==> src/snow_params.svh <==
`ifndef SNOW_PARAMS_SVH
`define SNOW_PARAMS_SVH

// Data path
`define SNOW_WORD_W 32

// 512-word shared memory
`define SNOW_ADDR_W 9

// Block transfers move at most 63 words
`define SNOW_CNT_W 6

// Device sections
`define SNOW_SECTIONS 4
`define SNOW_DEPTH 16

`endif

==> src/snow_pkg.sv <==
`default_nettype none
`include "snow_params.svh"

package snow_pkg;

  typedef logic [`SNOW_WORD_W-1:0]            word_t;
  typedef logic [`SNOW_ADDR_W-1:0]            addr_t;
  typedef logic [`SNOW_CNT_W-1:0]             count_t;
  typedef logic [$clog2(`SNOW_SECTIONS)-1:0]  section_t;

  typedef struct packed {
    logic  mark;                                 // Stops a fill early
    word_t data;
  } in_entry_t;

  typedef struct packed {
    logic     dir;                               // 0 fill, 1 empty
    section_t section;
    addr_t    addr;
    count_t   count;
  } blk_cmd_t;

  typedef struct packed {
    logic  req;
    logic  we;
    addr_t addr;
    word_t wdata;
  } mem_req_t;

  typedef struct packed {
    logic  req;
    logic  we;
    addr_t addr;
    word_t wdata;
  } host_req_t;

endpackage

`default_nettype wire

==> src/fill_mover.sv <==
`timescale 1ns/1ps
`default_nettype none
`include "snow_params.svh"

module fill_mover
  import snow_pkg::*;
(
  input  wire                        i_clk_n,
  input  wire                        i_rst_master,
  input  wire                        i_cmd_valid,
  input  wire  blk_cmd_t             i_cmd,
  input  wire  in_entry_t            i_head [`SNOW_SECTIONS],
  input  wire  [`SNOW_SECTIONS-1:0]  i_empty,
  input  wire                        i_grant,
  output logic [`SNOW_SECTIONS-1:0]  o_pop,
  output mem_req_t                   o_req,
  output logic                       o_busy,
  output logic                       o_done,
  output count_t                     o_sent
);

  section_t  sec_q;
  count_t    cnt_q;
  addr_t     addr_q;
  in_entry_t head;
  logic      wr_go;
  logic      last;

  assign head  = i_head[sec_q];
  assign o_req = '{req: o_busy && !i_empty[sec_q], we: 1'b1, addr: addr_q, wdata: head.data};
  assign wr_go = o_req.req && i_grant;
  assign last  = head.mark || (count_t'(o_sent + 1'b1) == cnt_q);

  always_comb
  begin
    o_pop        = '0;
    o_pop[sec_q] = wr_go;                     // Pop on the write edge
  end

  always_ff @(posedge i_clk_n)
  begin
    if (i_cmd_valid && !i_cmd.dir)
    begin
      sec_q  <= i_cmd.section;
      cnt_q  <= i_cmd.count;
      addr_q <= i_cmd.addr;
    end
    else if (wr_go)
      addr_q <= addr_q + 1'b1;
  end

  always_ff @(posedge i_clk_n)
  begin
    if (i_rst_master)
    begin
      o_busy <= 1'b0;
      o_done <= 1'b0;
      o_sent <= '0;
    end
    else
    begin
      o_done <= 1'b0;
      if (i_cmd_valid)
      begin
        o_sent <= '0;                         // Shared sent bus, clear on any command
        if (!i_cmd.dir)
        begin
          o_busy <= (i_cmd.count != '0);
          o_done <= (i_cmd.count == '0);
        end
      end
      else if (wr_go)
      begin
        o_sent <= o_sent + 1'b1;
        if (last)
        begin
          o_busy <= 1'b0;
          o_done <= 1'b1;
        end
      end
    end
  end

endmodule

`default_nettype wire

==> config.mk <==
export PLATFORM = sky130hd
export DESIGN_NAME = fill_mover
export DESIGN_NICKNAME = d
export VERILOG_FILES = /design/src/snow_pkg.sv /design/src/fill_mover.sv
export VERILOG_INCLUDE_DIRS = /design/src
export SDC_FILE = /design/constraint.sdc
export NUM_CORES = 1
export LEC_CHECK = 0
export ABC_AREA = 1
export BUFFER_PORTS_ARGS = -buffer_cell sky130_fd_sc_hd__buf_2
export CORE_AREA = 2 2 83 85
export CTS_CLUSTER_DIAMETER = 80
export DETAILED_ROUTE_END_ITERATION = 6
export DIE_AREA = 0 0 85 87
export PLACE_DENSITY = 0.85
export SLEW_MARGIN = 20
export SYNTH_ARGS = -nofsm -noshare
export SYNTH_HDL_FRONTEND = slang
export SYNTH_SLANG_ARGS = --single-unit
export TNS_END_PERCENT = 1
==> constraint.sdc <==
create_clock -name i_clk_n -period 1.8 [get_ports i_clk_n]
set_input_delay 0.18 -clock i_clk_n [delete_from_list [all_inputs] [get_ports i_clk_n]]
set_output_delay 0.18 -clock i_clk_n [all_outputs]
set_load 0.1 [all_outputs]
==> results.toml <==
[sta]
setup_ws_ns = -0.165
whs_ns = 0.0760
rsz0062_at_grt = "yes"
fin_crit_ns = 1.96
hold_violations = 0
setup_viol = 37
fin_crit_sh = 1.09
finClkSkew_ns = 0.00790
fmax_mhz = 509
slew_violations = 0

[yosys]
syn_area_per_cell_sq_um = 6.88
syn_nets = 478
synth_edf_count = 17
ys_ff_latch = 25
seq_area_frac_synth = 0.306
synthArstFlopShare = 0
synthTopCellsByCount = "nand3_1 (104), nand2_1 (50), a22oi_1 (32)"
synth_top_area_frac = 0.238
ys_warn_count = 0
yosysMostFrequentCell = "nand3_1"
syn_area_sq_mm = 0.00219
syn_inst = 318
yosysTopAreaCell = "nand3_1"
yosysUniqueCellTypes = 34
synth_ff_type = "edfxtp_1"
yosys-top-cells-area = "nand3_1 (24%), edfxtp_1 (23%), a22oi_1 (11%)"

[routing]
routed_wl_um = 9430
firstDrtPassIters = 6
viasPerCell = 5.36
wire_per_inst_um = 15.5
drc = 0
ant_nets = 0
vias = 3265
drt_iter0_drc = 145

[clock_tree]
h-tree-depth = 1
clock_path_buffers = 2
cts_tree = "done"
ctsRootBufferMaster = "clkbuf_8"
clkTransAtPathRegs_ns = 0.09
cts_sinks = 25
cts_made_buffers = 3
insertion_delay_ns = 0.28

[run_status]
status = "finished with violations"
failed_checks = "setup timing"

[pwr]
pwr-share-clk = 0.124
power_density_mw_per_mm2 = 694
p_int_uw = 1430
seq_power_share = 0.236
p_leak_uw = 0.00201
swShare = 0.502
p_comb_frac = 0.641
ir_drop_uv = 474
power_switching_uw = 1440

[global_routing]
grt-ovfl-total = 0
grt_pass1_wl_um = 14100
grt_antenna_before_repair = 0
grt_pass1_vias = 3002
grt_max_degree = 67
grtUsageTotal = 0.233

[layout]
fin_cells = 609
diodes = 0
drive_gt1_frac = 0.495
final_net_count = 690
syn2layout_area_growth_pct = 89.3

[placement]
gp_congestion = 0.796
placed_cells = 602
io_buffer_count = 211
dp_hpwl_um = 7770
pre_cts_ws_ns = -0.146

[floorplan]
num_rows = 30
die_y_um = 87
dieArea_sq_mm = 0.00740
start_util = 0.333
core_sq_mm = 0.00657
pin_count = 213
die_w_um = 85

[flow_run]
maxCapViolCount = 0

[setup_path]
crit_required_ns = 1.62
cp-end-kind = "primary output"
path_class = "flop to primary output"
path_max_fanout = 4
start_kind = "flop"
critical_path_arrival_ns = 1.78

[worst_hold_path]
hold_class = "input pin to flop"
-- metal layers --
metal	share of wire	vias up	routed length, um	track usage
met4	0.027	0	254	0.0649
met5	0	-	0	0
met3	0.11	30	1000	0.0739
met2	0.50	204	4720	0.411
li1	-	1569	-	-
met1	0.37	1462	3460	0.271
-- metrics by stage --
stage	util	total power, uW	instance area, sq um	TNS [ns]
finish	0.631	2880	4140	-3.16
global route	0.631	2990	4140	-7.80
floorplan	-	1790	2240	-21.56
global placement	0.610	2490	4010	-0.120
detailed placement	0.610	2510	4010	-0.270
CTS	0.626	2870	4110	-3.89
-- worst paths after layout --
path	start	to	slack [ns]	cells past startpoint
max reg2reg	sec_q[0]$_DFFE_PP_	addr_q[4]$_DFFE_PP_	0.05	8
min	i_cmd[16]	sec_q[1]$_DFFE_PP_	0.08	1
min reg2reg	o_sent[5]$_SDFFE_PP0P_	o_sent[5]$_SDFFE_PP0P_	0.52	2
max	sec_q[0]$_DFFE_PP_	o_req[42]	-0.16	8
-- cell families (layout without fill, tap and decap cells) --
kind of cell | Yosys count | after routing | share of synthesized area
and+or+nand+nor | 181 | 181 | 0.395
AOI/OAI and AO/OA | 60 | 60 | 0.181
buffers and inverters | 44 | 255 | 0.0846
DFF | 25 | 25 | 0.306
xor gates and xnor gates | 5 | 5 | 0.0200
adders and majority gates | 2 | 2 | 0.0114
other | 1 | 1 | 0.00171
-- worst max-delay path: stages, from the launching register on --
cell	delay, ns
edfxtp_1	0.48
inv_2	0.16
nand2_1	0.08
a21oi_2	0.18
nor3_4	0.07
buf_4	0.13
buf_4	0.12
buf_4	0.13
buf_12	0.15
-- what timing repair did --
| item | in CTS | in global routing |
|---|---|---|
| endpoints found under the hold margin | 0 | 0 |
| resized for setup | 9 | 8 |
| setup endpoints to repair | 36 | 53 |
| pin swaps | 4 | 2 |
| hold buffers | 0 | 0 |
| buffers inserted | 3 | 0 |
-- sequential cells by signal, summed over array words and instances, names as in the netlist --
signal  count
sec_q       2
addr_q      9
o_busy      1
o_sent      6
cnt_q       6
o_done      1
-- placed cells by master (no fill, tap or decap), types with 2 or more instances in the layout --
cell / count
o21ai_0: 11
a22oi_2: 3
nand2_4: 3
xor2_1: 4
a21oi_1: 7
buf_2: 174
a22oi_1: 29
dfxtp_1: 7
clkbuf_8: 3
a21oi_2: 3
nand3_1: 103
buf_12: 41
inv_2: 2
o21ai_1: 5
nor2_4: 4
nand3_2: 2
ha_1: 2
nor3b_1: 2
nor2_2: 2
nor3_4: 2
nand2_1: 47
nor2_1: 9
edfxtp_1: 17
inv_1: 16
nand4_1: 2
buf_4: 14
inv_6: 2
-- area by class of cell --
cell class,count,area (sq um)
Fill cell,553,2430
Timing Repair Buffer,230,1810
Multi-Input combinational cell,249,1420
Sequential cell,25,674
Tap cell,80,100
Inverter,21,91.3
Clock buffer,3,41.3
Clock inverter,1,7.51
-- power by group through the flow --
stage          combinational, uW  sequential [uW]  clock (uW)
3_3_place_gp                1800              689           0
5_1_grt                     1920              682         389
3_5_place_dp                1820              690           0
6_report                    1840              678         356
2_1_floorplan                974              821           0
4_1_cts                     1840              678         358
No activity file was read; power rests on OpenSTA's default activity.
