<file path="config.mk">
export PLATFORM = sky130hd
export DESIGN_NAME = section_buffer
export DESIGN_NICKNAME = d
export VERILOG_FILES = /design/src/snow_pkg.sv /design/src/section_buffer.sv
export VERILOG_INCLUDE_DIRS = /design/src
export SDC_FILE = /design/constraint.sdc
export NUM_CORES = 2
export LEC_CHECK = 0
export ABC_AREA = 0
export BUFFER_PORTS_ARGS = -buffer_cell sky130_fd_sc_hd__buf_2
export CAP_MARGIN = 20
export CORE_AREA = 8 8 391 393
export CTS_BUF_LIST = sky130_fd_sc_hd__clkbuf_4
export CTS_CLUSTER_SIZE = 14
export DETAILED_ROUTE_END_ITERATION = 6
export DIE_AREA = 0 0 399 401
export PLACE_DENSITY_LB_ADDON = 0.15
export SLEW_MARGIN = 10
export SYNTH_ARGS = -nofsm -noshare
export SYNTH_HDL_FRONTEND = slang
export SYNTH_SLANG_ARGS = --single-unit
</file>
<file path="constraint.sdc">
create_clock -name i_clk_n -period 5.25 [get_ports i_clk_n]
set_input_delay 0.2625 -clock i_clk_n [delete_from_list [all_inputs] [get_ports i_clk_n]]
set_output_delay 0.2625 -clock i_clk_n [all_outputs]
set_load 0.01 [all_outputs]
</file>
<file path="src/snow_params.svh">
`ifndef SNOW_PARAMS_SVH
`define SNOW_PARAMS_SVH

// Data path
`define SNOW_WORD_W 32

// 512-word shared memory
`define SNOW_ADDR_W 9

// Block transfers move at most 63 words
`define SNOW_CNT_W 6

// Device sections
`define SNOW_SECTIONS 4
`define SNOW_DEPTH 16

`endif

</file>
<file path="src/snow_pkg.sv">
`default_nettype none
`include "snow_params.svh"

package snow_pkg;

  typedef logic [`SNOW_WORD_W-1:0]            word_t;
  typedef logic [`SNOW_ADDR_W-1:0]            addr_t;
  typedef logic [`SNOW_CNT_W-1:0]             count_t;
  typedef logic [$clog2(`SNOW_SECTIONS)-1:0]  section_t;

  typedef struct packed {
    logic  mark;                                 // Stops a fill early
    word_t data;
  } in_entry_t;

  typedef struct packed {
    logic     dir;                               // 0 fill, 1 empty
    section_t section;
    addr_t    addr;
    count_t   count;
  } blk_cmd_t;

  typedef struct packed {
    logic  req;
    logic  we;
    addr_t addr;
    word_t wdata;
  } mem_req_t;

  typedef struct packed {
    logic  req;
    logic  we;
    addr_t addr;
    word_t wdata;
  } host_req_t;

endpackage

`default_nettype wire

</file>
<file path="src/section_buffer.sv">
`timescale 1ns/1ps
`default_nettype none
`include "snow_params.svh"

module section_buffer
  import snow_pkg::*;
#(
  parameter type T = word_t
) (
  input  wire                        i_clk_n,
  input  wire                        i_rst_master,
  input  wire  [`SNOW_SECTIONS-1:0]  i_push,
  input  wire  T                     i_push_data [`SNOW_SECTIONS],
  input  wire  [`SNOW_SECTIONS-1:0]  i_pop,
  output T                           o_head [`SNOW_SECTIONS],
  output logic [`SNOW_SECTIONS-1:0]  o_empty,
  output logic [`SNOW_SECTIONS-1:0]  o_full
);

  localparam int ptr_w = $clog2(`SNOW_DEPTH);
  localparam int occ_w = ptr_w + 1;

  for (genvar s = 0; s < `SNOW_SECTIONS; s++)
  begin : g_section
    T                 mem [`SNOW_DEPTH];
    logic [ptr_w-1:0] wr_ptr;
    logic [ptr_w-1:0] rd_ptr;
    logic [occ_w-1:0] occ;
    logic             do_push;
    logic             do_pop;

    assign o_empty[s] = (occ == '0);
    assign o_full[s]  = (occ == occ_w'(`SNOW_DEPTH));
    assign do_push    = i_push[s] && !o_full[s];  // Full section drops the word
    assign do_pop     = i_pop[s] && !o_empty[s];
    assign o_head[s]  = mem[rd_ptr];              // Show-ahead head

    always_ff @(posedge i_clk_n)
    begin
      if (do_push)
        mem[wr_ptr] <= i_push_data[s];
    end

    always_ff @(posedge i_clk_n)
    begin
      if (i_rst_master)
      begin
        wr_ptr <= '0;
        rd_ptr <= '0;
        occ    <= '0;
      end
      else
      begin
        if (do_push)
          wr_ptr <= wr_ptr + 1'b1;
        if (do_pop)
          rd_ptr <= rd_ptr + 1'b1;
        if (do_push && !do_pop)
          occ <= occ + 1'b1;
        else if (do_pop && !do_push)
          occ <= occ - 1'b1;
      end
    end
  end

endmodule

`default_nettype wire

</file>
==> reports/results.ini <==
[status]
status=finished clean

[cts]
numCtsBuffers=559
clock_sinks=2116
root_buffer=clkbuf_4
htreeDepth=6
post_cts_resized=0
cts.path.max_buffers=4
cts_tree=built
path_clk_slew_ps=70
clk_latency_ps=1260

[sta]
tightest_slew_ps=1100
max_freq_ghz=0.246
whs_ps=224
hold_violations=0
grt_setup_unrepaired=false
fin_crit_sh_pct=77.4
setup_viol=0
fin_crit_ps=4060
fin_skew_ps=89.0
setup_tns_ps=0
drv_slew=0
relSlewSlack_pct=26.4

[power_and_ir_drop]
clkPwrFrac_pct=32.1
ir_worst_vdd_uv=290
pwr-share-comb_pct=20.1
p_per_area_mw_per_mm2=445
seq_power_share_pct=47.7
netSwitchingFraction_pct=26.4
p_int_mw=30.7
switching_power_mw=11.0
power.leakage_nw=30.8

[route]
top_layer_used=met5
wl_per_cell_um=25.8
wl_met2_um=88000
route.met3.wl_um=12500
wl_met1_um=73500
drt_iter0_drc=3490
vias=40159
drt.antenna.violating_nets=0
drc=0
wirelength_um=178000
drtPass1Iterations=7
via_per_inst=5.84

[setup_path]
critical_path.max_fanout=42
critPathMaxStageDelay_ps=940
worst-path-buf-inv=2
critPathKind=reg2out
critPathSlowestCell=dfxtp_4
required_ps=4990
path_delay_family=flip-flops
cp-start-kind=register
critPathCaptureType=output port
crit_chain=buf_12, mux4_2, a22oi_1, nand2_1, buf_2
cp.arrival_ps=3800

[floorplanning]
start_util_pct=54.5
ioPinCount=274
core-area_mm2=0.147
die_x_um=399
die_h_um=401
rows=141
die-area_mm2=0.160

[global_route]
grtUsageTotal_pct=22.1
grt_max_degree=67
grt_pass1_vias=42555
antenna_found_initial=20
gr-total-overflow=0
grt_pass1_wl_um=264000

[synth]
yosysTopAreaCellShare_pct=76.9
ys_types=36
synth_edf_count=2048
synthArstFlopShare_pct=0
yosys-top-cells-area=edfxtp_1, mux4_2, a22oi_1
syn_area_per_cell_um2=22.3
ys.warnings.count=0
synthCells=3580
ys.flop_type=edfxtp_1
yosys.area.top_type=edfxtp_1
synth.yosys.seq_area_share_pct=78.6
netlist_area_mm2=0.0800
synth_fp_nets=3758
synth-seq-cells=2116

[placement]
io_buffers=273
dp_hpwl_um=89700
place_area_mm2=0.0844
place_congestion=0.726
placed_cells=5687

[final_layout]
nets=4779
drive_above_1_share_pct=36.7
layout.cells.non_filler=6882
fin_area_mm2=0.0938
seqCellArea_mm2=0.0629
multi_input_area_mm2=0.0168
area_growth_pct=17.3
nFillCells=10171

[min_path]
min_path_type=in2reg

[job]
drv_cap=0

-- synth_stat cells, types with 7 or more instances --
master,n
a21oi_1,13
and3_1,8
nand2b_1,9
inv_1,18
dfxtp_1,68
nor2_1,132
nand2_1,148
clkbuf_1,121
o211ai_1,12
nor3_1,16
buf_2,56
xor2_1,25
mux2i_1,12
ha_1,36
edfxtp_1,2048
a22oi_1,256
nor2b_1,8
buf_1,14
xnor2_1,7
mux4_2,512
-- through the flow --
step | setup WS [ps] | total power, mW | util [%]
finish | 1190 | 41.7 | 63.9
global route | 787 | 43.8 | 63.9
CTS | 926 | 42.3 | 63.9
detailed placement | 2220 | 28.7 | 57.5
global placement | 2230 | 28.6 | 57.5
floorplan | 1580 | 26.1 | -
-- per-layer routing --
metal	GRT usage, %	vias to the layer above
li1	-	17490
met1	30.3	20900
met2	35.8	1493
met3	5.14	270
met4	6.72	6
met5	0	-
-- flip-flops by register name (all words and copies together) (netlist names), named ones only --
| name | flops |
|---|---|
| g_section.wr_ptr | 16 |
| g_section.mem | 2048 |
| g_section.rd_ptr | 16 |
| g_section.occ | 20 |
-- path summary, 6_finish.rpt --
check	start	to	slack, ps	depth (start not counted)
setup reg to reg	g_section[2].occ[0]	g_section[2].occ[4]	2180	8
hold reg to reg	g_section[1].occ[2]	g_section[1].occ[2]	520	2
hold / removal	i_pop[3]	g_section[3].rd_ptr[2]	220	5
setup / recovery	register	o_head[69]	1190	5
-- cell usage in the layout (no fill, tap or decap), drive strengths merged, types with 16 or more instances in the layout --
master       count
edfxtp        2048
clkbuf         793
mux4           512
buf            377
dlygate4sd3    282
a22oi          256
nand2          148
nor2           132
clkinv          81
dfxtp           68
ha              36
inv             29
xor2            25
diode           18
nor3            16
o211ai          16
-- what timing repair did --
item / in CTS / in global routing
hold endpoints to repair: 2871 / 0
setup endpoints to repair: 0 / 0
hold buffers: 282 / 0
buffers inserted: 0 / 0
-- power groups by stage --
stage | Clock (mW) | Sequential (mW) | Combinational [mW]
after floorplan | 0 | 19.7 | 6.40
after global placement | 0 | 20.3 | 8.30
after detailed placement | 0 | 20.3 | 8.37
after CTS | 13.8 | 20.0 | 8.57
after global routing | 14.6 | 20.0 | 9.07
final | 13.4 | 19.9 | 8.40
-- area by class of cell --
type                       instances  area share, %
sequential                      2116           67.0
multi-input combinational       1247           17.9
clock buffer                     793           6.35
timing repair buffer             659           5.44
tap                             1930           2.57
clock inverter                   101          0.627
inverter                          18         0.0720
antenna                           18         0.0480
-- worst reg2reg max path, cell delays in order (launching register included) --
cell,delay [ps]
dfxtp_1,340
or4_1,700
o21a_1,330
ha_1,270
fa_1,390
nand2b_1,160
a21oi_1,170
mux2i_1,230
mux2_2,340
-- logic make-up (layout without fill, tap and decap cells) --
logic type,count (synthesis),count (layout),share of synthesized area (%)
AND/OR/NAND/NOR,344,344,1.81
adder cells (fa/ha/maj),40,40,0.663
flip-flops,2116,2116,78.6
AO/OA/AOI/OAI,303,303,2.83
multiplexers,528,528,14.6
other,0,18,0
buffers and inverters,217,1571,1.16
XOR/XNOR,32,32,0.350
(Power assumes the default switching activity.)
