==> config.mk <==
export PLATFORM = sky130hd
export DESIGN_NAME = empty_mover
export DESIGN_NICKNAME = d
export VERILOG_FILES = /design/src/snow_pkg.sv /design/src/empty_mover.sv
export VERILOG_INCLUDE_DIRS = /design/src
export SDC_FILE = /design/constraint.sdc
export NUM_CORES = 1
export LEC_CHECK = 0
export ABC_AREA = 1
export BUFFER_PORTS_ARGS = -buffer_cell sky130_fd_sc_hd__buf_2
export CAP_MARGIN = 40
export CORE_AREA = 4 4 75 77
export DETAILED_ROUTE_END_ITERATION = 10
export DIE_AREA = 0 0 79 81
export GPL_ROUTABILITY_DRIVEN = 0
export PLACE_DENSITY_LB_ADDON = 0.1
export SKIP_CTS_REPAIR_TIMING = 1
export SYNTH_ARGS = -nofsm -noshare
export SYNTH_HDL_FRONTEND = slang
export SYNTH_SLANG_ARGS = --single-unit
==> constraint.sdc <==
create_clock -name i_clk_n -period 1.9 [get_ports i_clk_n]
set_input_delay 0.19 -clock i_clk_n [delete_from_list [all_inputs] [get_ports i_clk_n]]
set_output_delay 0.19 -clock i_clk_n [all_outputs]
set_load 0.02 [all_outputs]
==> src/snow_params.svh <==
`ifndef SNOW_PARAMS_SVH
`define SNOW_PARAMS_SVH

// Data path
`define SNOW_WORD_W 32

// 512-word shared memory
`define SNOW_ADDR_W 9

// Block transfers move at most 63 words
`define SNOW_CNT_W 6

// Device sections
`define SNOW_SECTIONS 4
`define SNOW_DEPTH 16

`endif

==> src/snow_pkg.sv <==
`default_nettype none
`include "snow_params.svh"

package snow_pkg;

  typedef logic [`SNOW_WORD_W-1:0]            word_t;
  typedef logic [`SNOW_ADDR_W-1:0]            addr_t;
  typedef logic [`SNOW_CNT_W-1:0]             count_t;
  typedef logic [$clog2(`SNOW_SECTIONS)-1:0]  section_t;

  typedef struct packed {
    logic  mark;                                 // Stops a fill early
    word_t data;
  } in_entry_t;

  typedef struct packed {
    logic     dir;                               // 0 fill, 1 empty
    section_t section;
    addr_t    addr;
    count_t   count;
  } blk_cmd_t;

  typedef struct packed {
    logic  req;
    logic  we;
    addr_t addr;
    word_t wdata;
  } mem_req_t;

  typedef struct packed {
    logic  req;
    logic  we;
    addr_t addr;
    word_t wdata;
  } host_req_t;

endpackage

`default_nettype wire

==> src/empty_mover.sv <==
`timescale 1ns/1ps
`default_nettype none
`include "snow_params.svh"

module empty_mover
  import snow_pkg::*;
(
  input  wire                        i_clk_n,
  input  wire                        i_rst_master,
  input  wire                        i_cmd_valid,
  input  wire  blk_cmd_t             i_cmd,
  input  wire  [`SNOW_SECTIONS-1:0]  i_full,
  input  wire                        i_grant,
  input  wire  word_t                i_rdata,
  input  wire                        i_rvalid,
  output mem_req_t                   o_req,
  output logic [`SNOW_SECTIONS-1:0]  o_push,
  output logic                       o_busy,
  output logic                       o_done,
  output count_t                     o_sent
);

  section_t sec_q;
  count_t   cnt_q;
  addr_t    addr_q;
  logic     pend_q;                           // One read in flight
  logic     rd_go;
  logic     take;

  assign o_req = '{req: o_busy && !pend_q && !i_full[sec_q], we: 1'b0, addr: addr_q,
                   wdata: '0};
  assign rd_go = o_req.req && i_grant;
  assign take  = o_busy && pend_q && i_rvalid;

  always_comb
  begin
    o_push        = '0;
    o_push[sec_q] = take;                     // Word lands the edge it is valid
  end

  always_ff @(posedge i_clk_n)
  begin
    if (i_cmd_valid && i_cmd.dir)
    begin
      sec_q  <= i_cmd.section;
      cnt_q  <= i_cmd.count;
      addr_q <= i_cmd.addr;
    end
    else if (rd_go)
      addr_q <= addr_q + 1'b1;
  end

  always_ff @(posedge i_clk_n)
  begin
    if (i_rst_master)
    begin
      o_busy <= 1'b0;
      o_done <= 1'b0;
      o_sent <= '0;
      pend_q <= 1'b0;
    end
    else
    begin
      o_done <= 1'b0;
      if (i_cmd_valid)
      begin
        o_sent <= '0;
        pend_q <= 1'b0;
        if (i_cmd.dir)
        begin
          o_busy <= (i_cmd.count != '0);
          o_done <= (i_cmd.count == '0);
        end
      end
      else if (rd_go)
        pend_q <= 1'b1;
      else if (take)
      begin
        pend_q <= 1'b0;
        o_sent <= o_sent + 1'b1;
        if (count_t'(o_sent + 1'b1) == cnt_q)
        begin
          o_busy <= 1'b0;
          o_done <= 1'b1;
        end
      end
    end
  end

endmodule

`default_nettype wire

==> metrics.csv <==
metric,value,unit
run status,"finished, final reports clean",
switching power share of the total,0.293,
sw power,351,uW
clock power share,0.267,
Crit Reg-Reg Endpoint,addr_q[7],
Max Root-Sink Buffers,2,
Multi-input gate area,734,um2
Post-Syn Area,0.00167,mm2
VDD IR max,304,uV
Initial Util,0.333,
final WL,3460,um
Final TNS setup,0,ps
Seq cells post-synth,26,
Worst-Skew Late Latency,270,ps
Num CTS Buffers,3,
n_diodes,0,
initial antenna violation count,0,
reg2reg setup slack,310,ps
hold depth,1,
Crit Path Class,register to output pin,
# rows,26,
max frequency,629,MHz
Core Footprint,0.00501,mm2
GR Overflow Total,0,
CP Buf/Inv Count,1,
Power Total,1.20,mW
post-DP HPWL,2820,um
Critical Path End Type,output pin,
"Avg Cell Area, Syn",8.25,um2
min-delay worst type,input pin to register,
layout cells sized above 1,0.270,
post-synthesis simple-gate area fraction,0.229,
"Min Clock Period, post-route",1590,ps
Reg power frac,0.554,
critical hold path startpoint,i_cmd[15],
first-pass GRT wire length,5410,um
largest net degree at the start of global routing,21,
post-synthesis compound-gate area fraction,0.0856,
Hold Path Sink,sec_q[0],
multiplexer share of the synthesized area,0,
Tightest Pin Transition,560,ps
post-synthesis sequential area ratio,0.414,
die width,79,um
clk slew on worst S/H paths,100,ps
Ports,114,
Iter 0 DRT Violations,39,
CTS tree,done,
port bufs,48,
logic gate share of total power,0.179,
CTS H-tree lvls,1,
vias,1314,
max cap viols,0,
# nets final,318,
Arrival @ worst endpoint,1400,ps
synth-to-layout area growth,16.4,%
Adder-Cell Fraction of Synth Area,0.0150,
cell count after synthesis,202,
post-DR vias/cell,4.03,
die height,81,um
Leak Pwr,0.928,nW
Antenna Violating Nets Remaining,0,
Reg area,691,um2
Critical Path Start Type,register,
Yosys top cell area share,0.306,
clock root cell,clkbuf_8,
Yosys warnings,0,
final worst-path setup slack,310,ps
drt first pass iters,4,
Slowest Stage Delay on Critical Path,490,ps
top area cells in the synthesized netlist,"edfxtp_1 (31%), buf_4 (15%), dfxtp_1 (11%)",
Power per Cell Area,618,mW/mm2
slowest cell on the critical path,edfxtp_1,
max-slew violation count,0,
worst-case reg-to-reg path depth,6,
Fin. Hold Viols,0,
vias in the first global route,1240,
Final Skew,10.3,ps
# setup viols final,0,
critical-path cell list,"nand2_1, a21oi_1, nor4_2, buf_2",
Synth Area in XOR/XNOR,0.0368,
area of the die,0.00640,mm2
Top delay family on crit path,flip-flops,
worst reg2reg startpoint,sec_q[0],
CTS sink count,26,
largest family of logic cells by synthesized area,simple AND/OR/NAND/NOR gates,
Netlist cell types,30,
wire length per cell,10.6,um
post-synth top area cell,edfxtp_1,
pre-CTS worst setup slack,320,ps
period utilisation layout,0.837,
RSZ-0062 raised after global routing,no,
gr usage total,0.106,
required time worst endpoint,1710,ps
Slew HR,0.626,
Filler Cell Count,575,
DRC Markers,0,
Internal,848,uW
crit-path max FO,6,
## registers in the layout, summed over array words and instances (netlist names)
name	cells
cnt_q	6
pend_q	1
sec_q	2
o_done	1
o_sent	6
o_busy	1
addr_q	9
## kinds of logic after synthesis
kind of cell	after synthesis
AO/OA/AOI/OAI	27
AND/OR/NAND/NOR	77
buffers and inverters	62
adder cells (fa/ha/maj)	2
flip-flops	26
XOR/XNOR	7
other	1
## power by group through the flow
stage                     clock network, mW  registers [mW]  logic, mW
after floorplan                           0           0.692      0.182
after global placement                    0           0.677      0.214
after detailed placement                  0           0.676      0.216
after CTS                             0.339           0.664      0.216
after global routing                  0.368           0.669      0.238
final                                 0.321           0.664      0.214
## layout make-up
class                      instances  share of cell area
sequential                        26               0.356
tap                               70              0.0452
multi-input combinational        146               0.379
clock buffer                       3              0.0213
clock inverter                     1             0.00194
inverter                          27              0.0535
timing repair buffer              53               0.143
## cell usage after synthesis (all sizes together)
cell type  number
o211ai          1
nor2           11
nor3            4
ha              2
o31ai           1
o21bai          1
xor2            5
conb            1
o21ai          14
buf            35
nor4            3
nand3          14
xnor2           2
nand3b          2
a21oi          10
inv            27
nand2          39
edfxtp         17
nand4           4
dfxtp           9
## worst max-delay path by stage
stage                   from         to  slack, ps  depth (start not counted)
finish              sec_q[0]  o_req[42]        310                          4
CTS                 sec_q[0]  addr_q[7]        300                          6
detailed placement  sec_q[0]  addr_q[6]        320                          6
global placement    sec_q[0]  addr_q[6]        300                          6
floorplan             o_busy  addr_q[0]         70                          4
global route        sec_q[0]  addr_q[7]        150                          7
## cells in the final DEF (no fill, tap or decap)
| cell | Yosys | routed |
|---|---|---|
| a21oi_1 | 10 | 10 |
| buf_2 | 2 | 48 |
| buf_4 | 33 | 5 |
| clkbuf_8 | 0 | 3 |
| clkinv_1 | 0 | 1 |
| conb_1 | 1 | 33 |
| dfxtp_1 | 9 | 9 |
| edfxtp_1 | 17 | 17 |
| ha_1 | 2 | 2 |
| inv_1 | 23 | 23 |
| inv_2 | 3 | 3 |
| inv_4 | 1 | 1 |
| nand2_1 | 38 | 38 |
| nand2_2 | 1 | 1 |
| nand3_1 | 12 | 12 |
| nand3_2 | 2 | 2 |
| nand3b_1 | 2 | 2 |
| nand4_1 | 4 | 4 |
| nor2_1 | 7 | 7 |
| nor2_2 | 3 | 3 |
| nor2_4 | 1 | 1 |
| nor3_1 | 3 | 3 |
| nor3_4 | 1 | 1 |
| nor4_1 | 2 | 2 |
| nor4_2 | 1 | 1 |
| o211ai_1 | 1 | 1 |
| o21ai_0 | 13 | 13 |
| o21ai_1 | 1 | 1 |
| o21bai_1 | 1 | 1 |
| o31ai_1 | 1 | 1 |
| xnor2_1 | 2 | 2 |
| xor2_1 | 5 | 5 |
## stage by stage
step,instance area (um2),std cells,util,hold WS [ps]
6_report,1940,326,0.387,88.5
5_1_grt,1940,326,0.387,71.9
4_1_cts,1940,326,0.387,79.6
3_5_place_dp,1890,322,0.378,371
3_3_place_gp,1890,322,0.378,372
2_1_floorplan,1790,234,-,259
## layer usage
layer | global-route usage | part of all wire
met4 | 0.0309 | 0.0064
met3 | 0.0355 | 0.080
met2 | 0.190 | 0.49
met5 | 0 | 0
met1 | 0.121 | 0.42
## worst reg2reg max path, cell delays in order (launching register included)
cell and delay [ps]:
edfxtp_1 490, nand2_1 100, a21oi_1 70, nor4_2 250, nand2_1 130, nand2_1 80
buf_4 180
(Power assumes the default switching activity.)
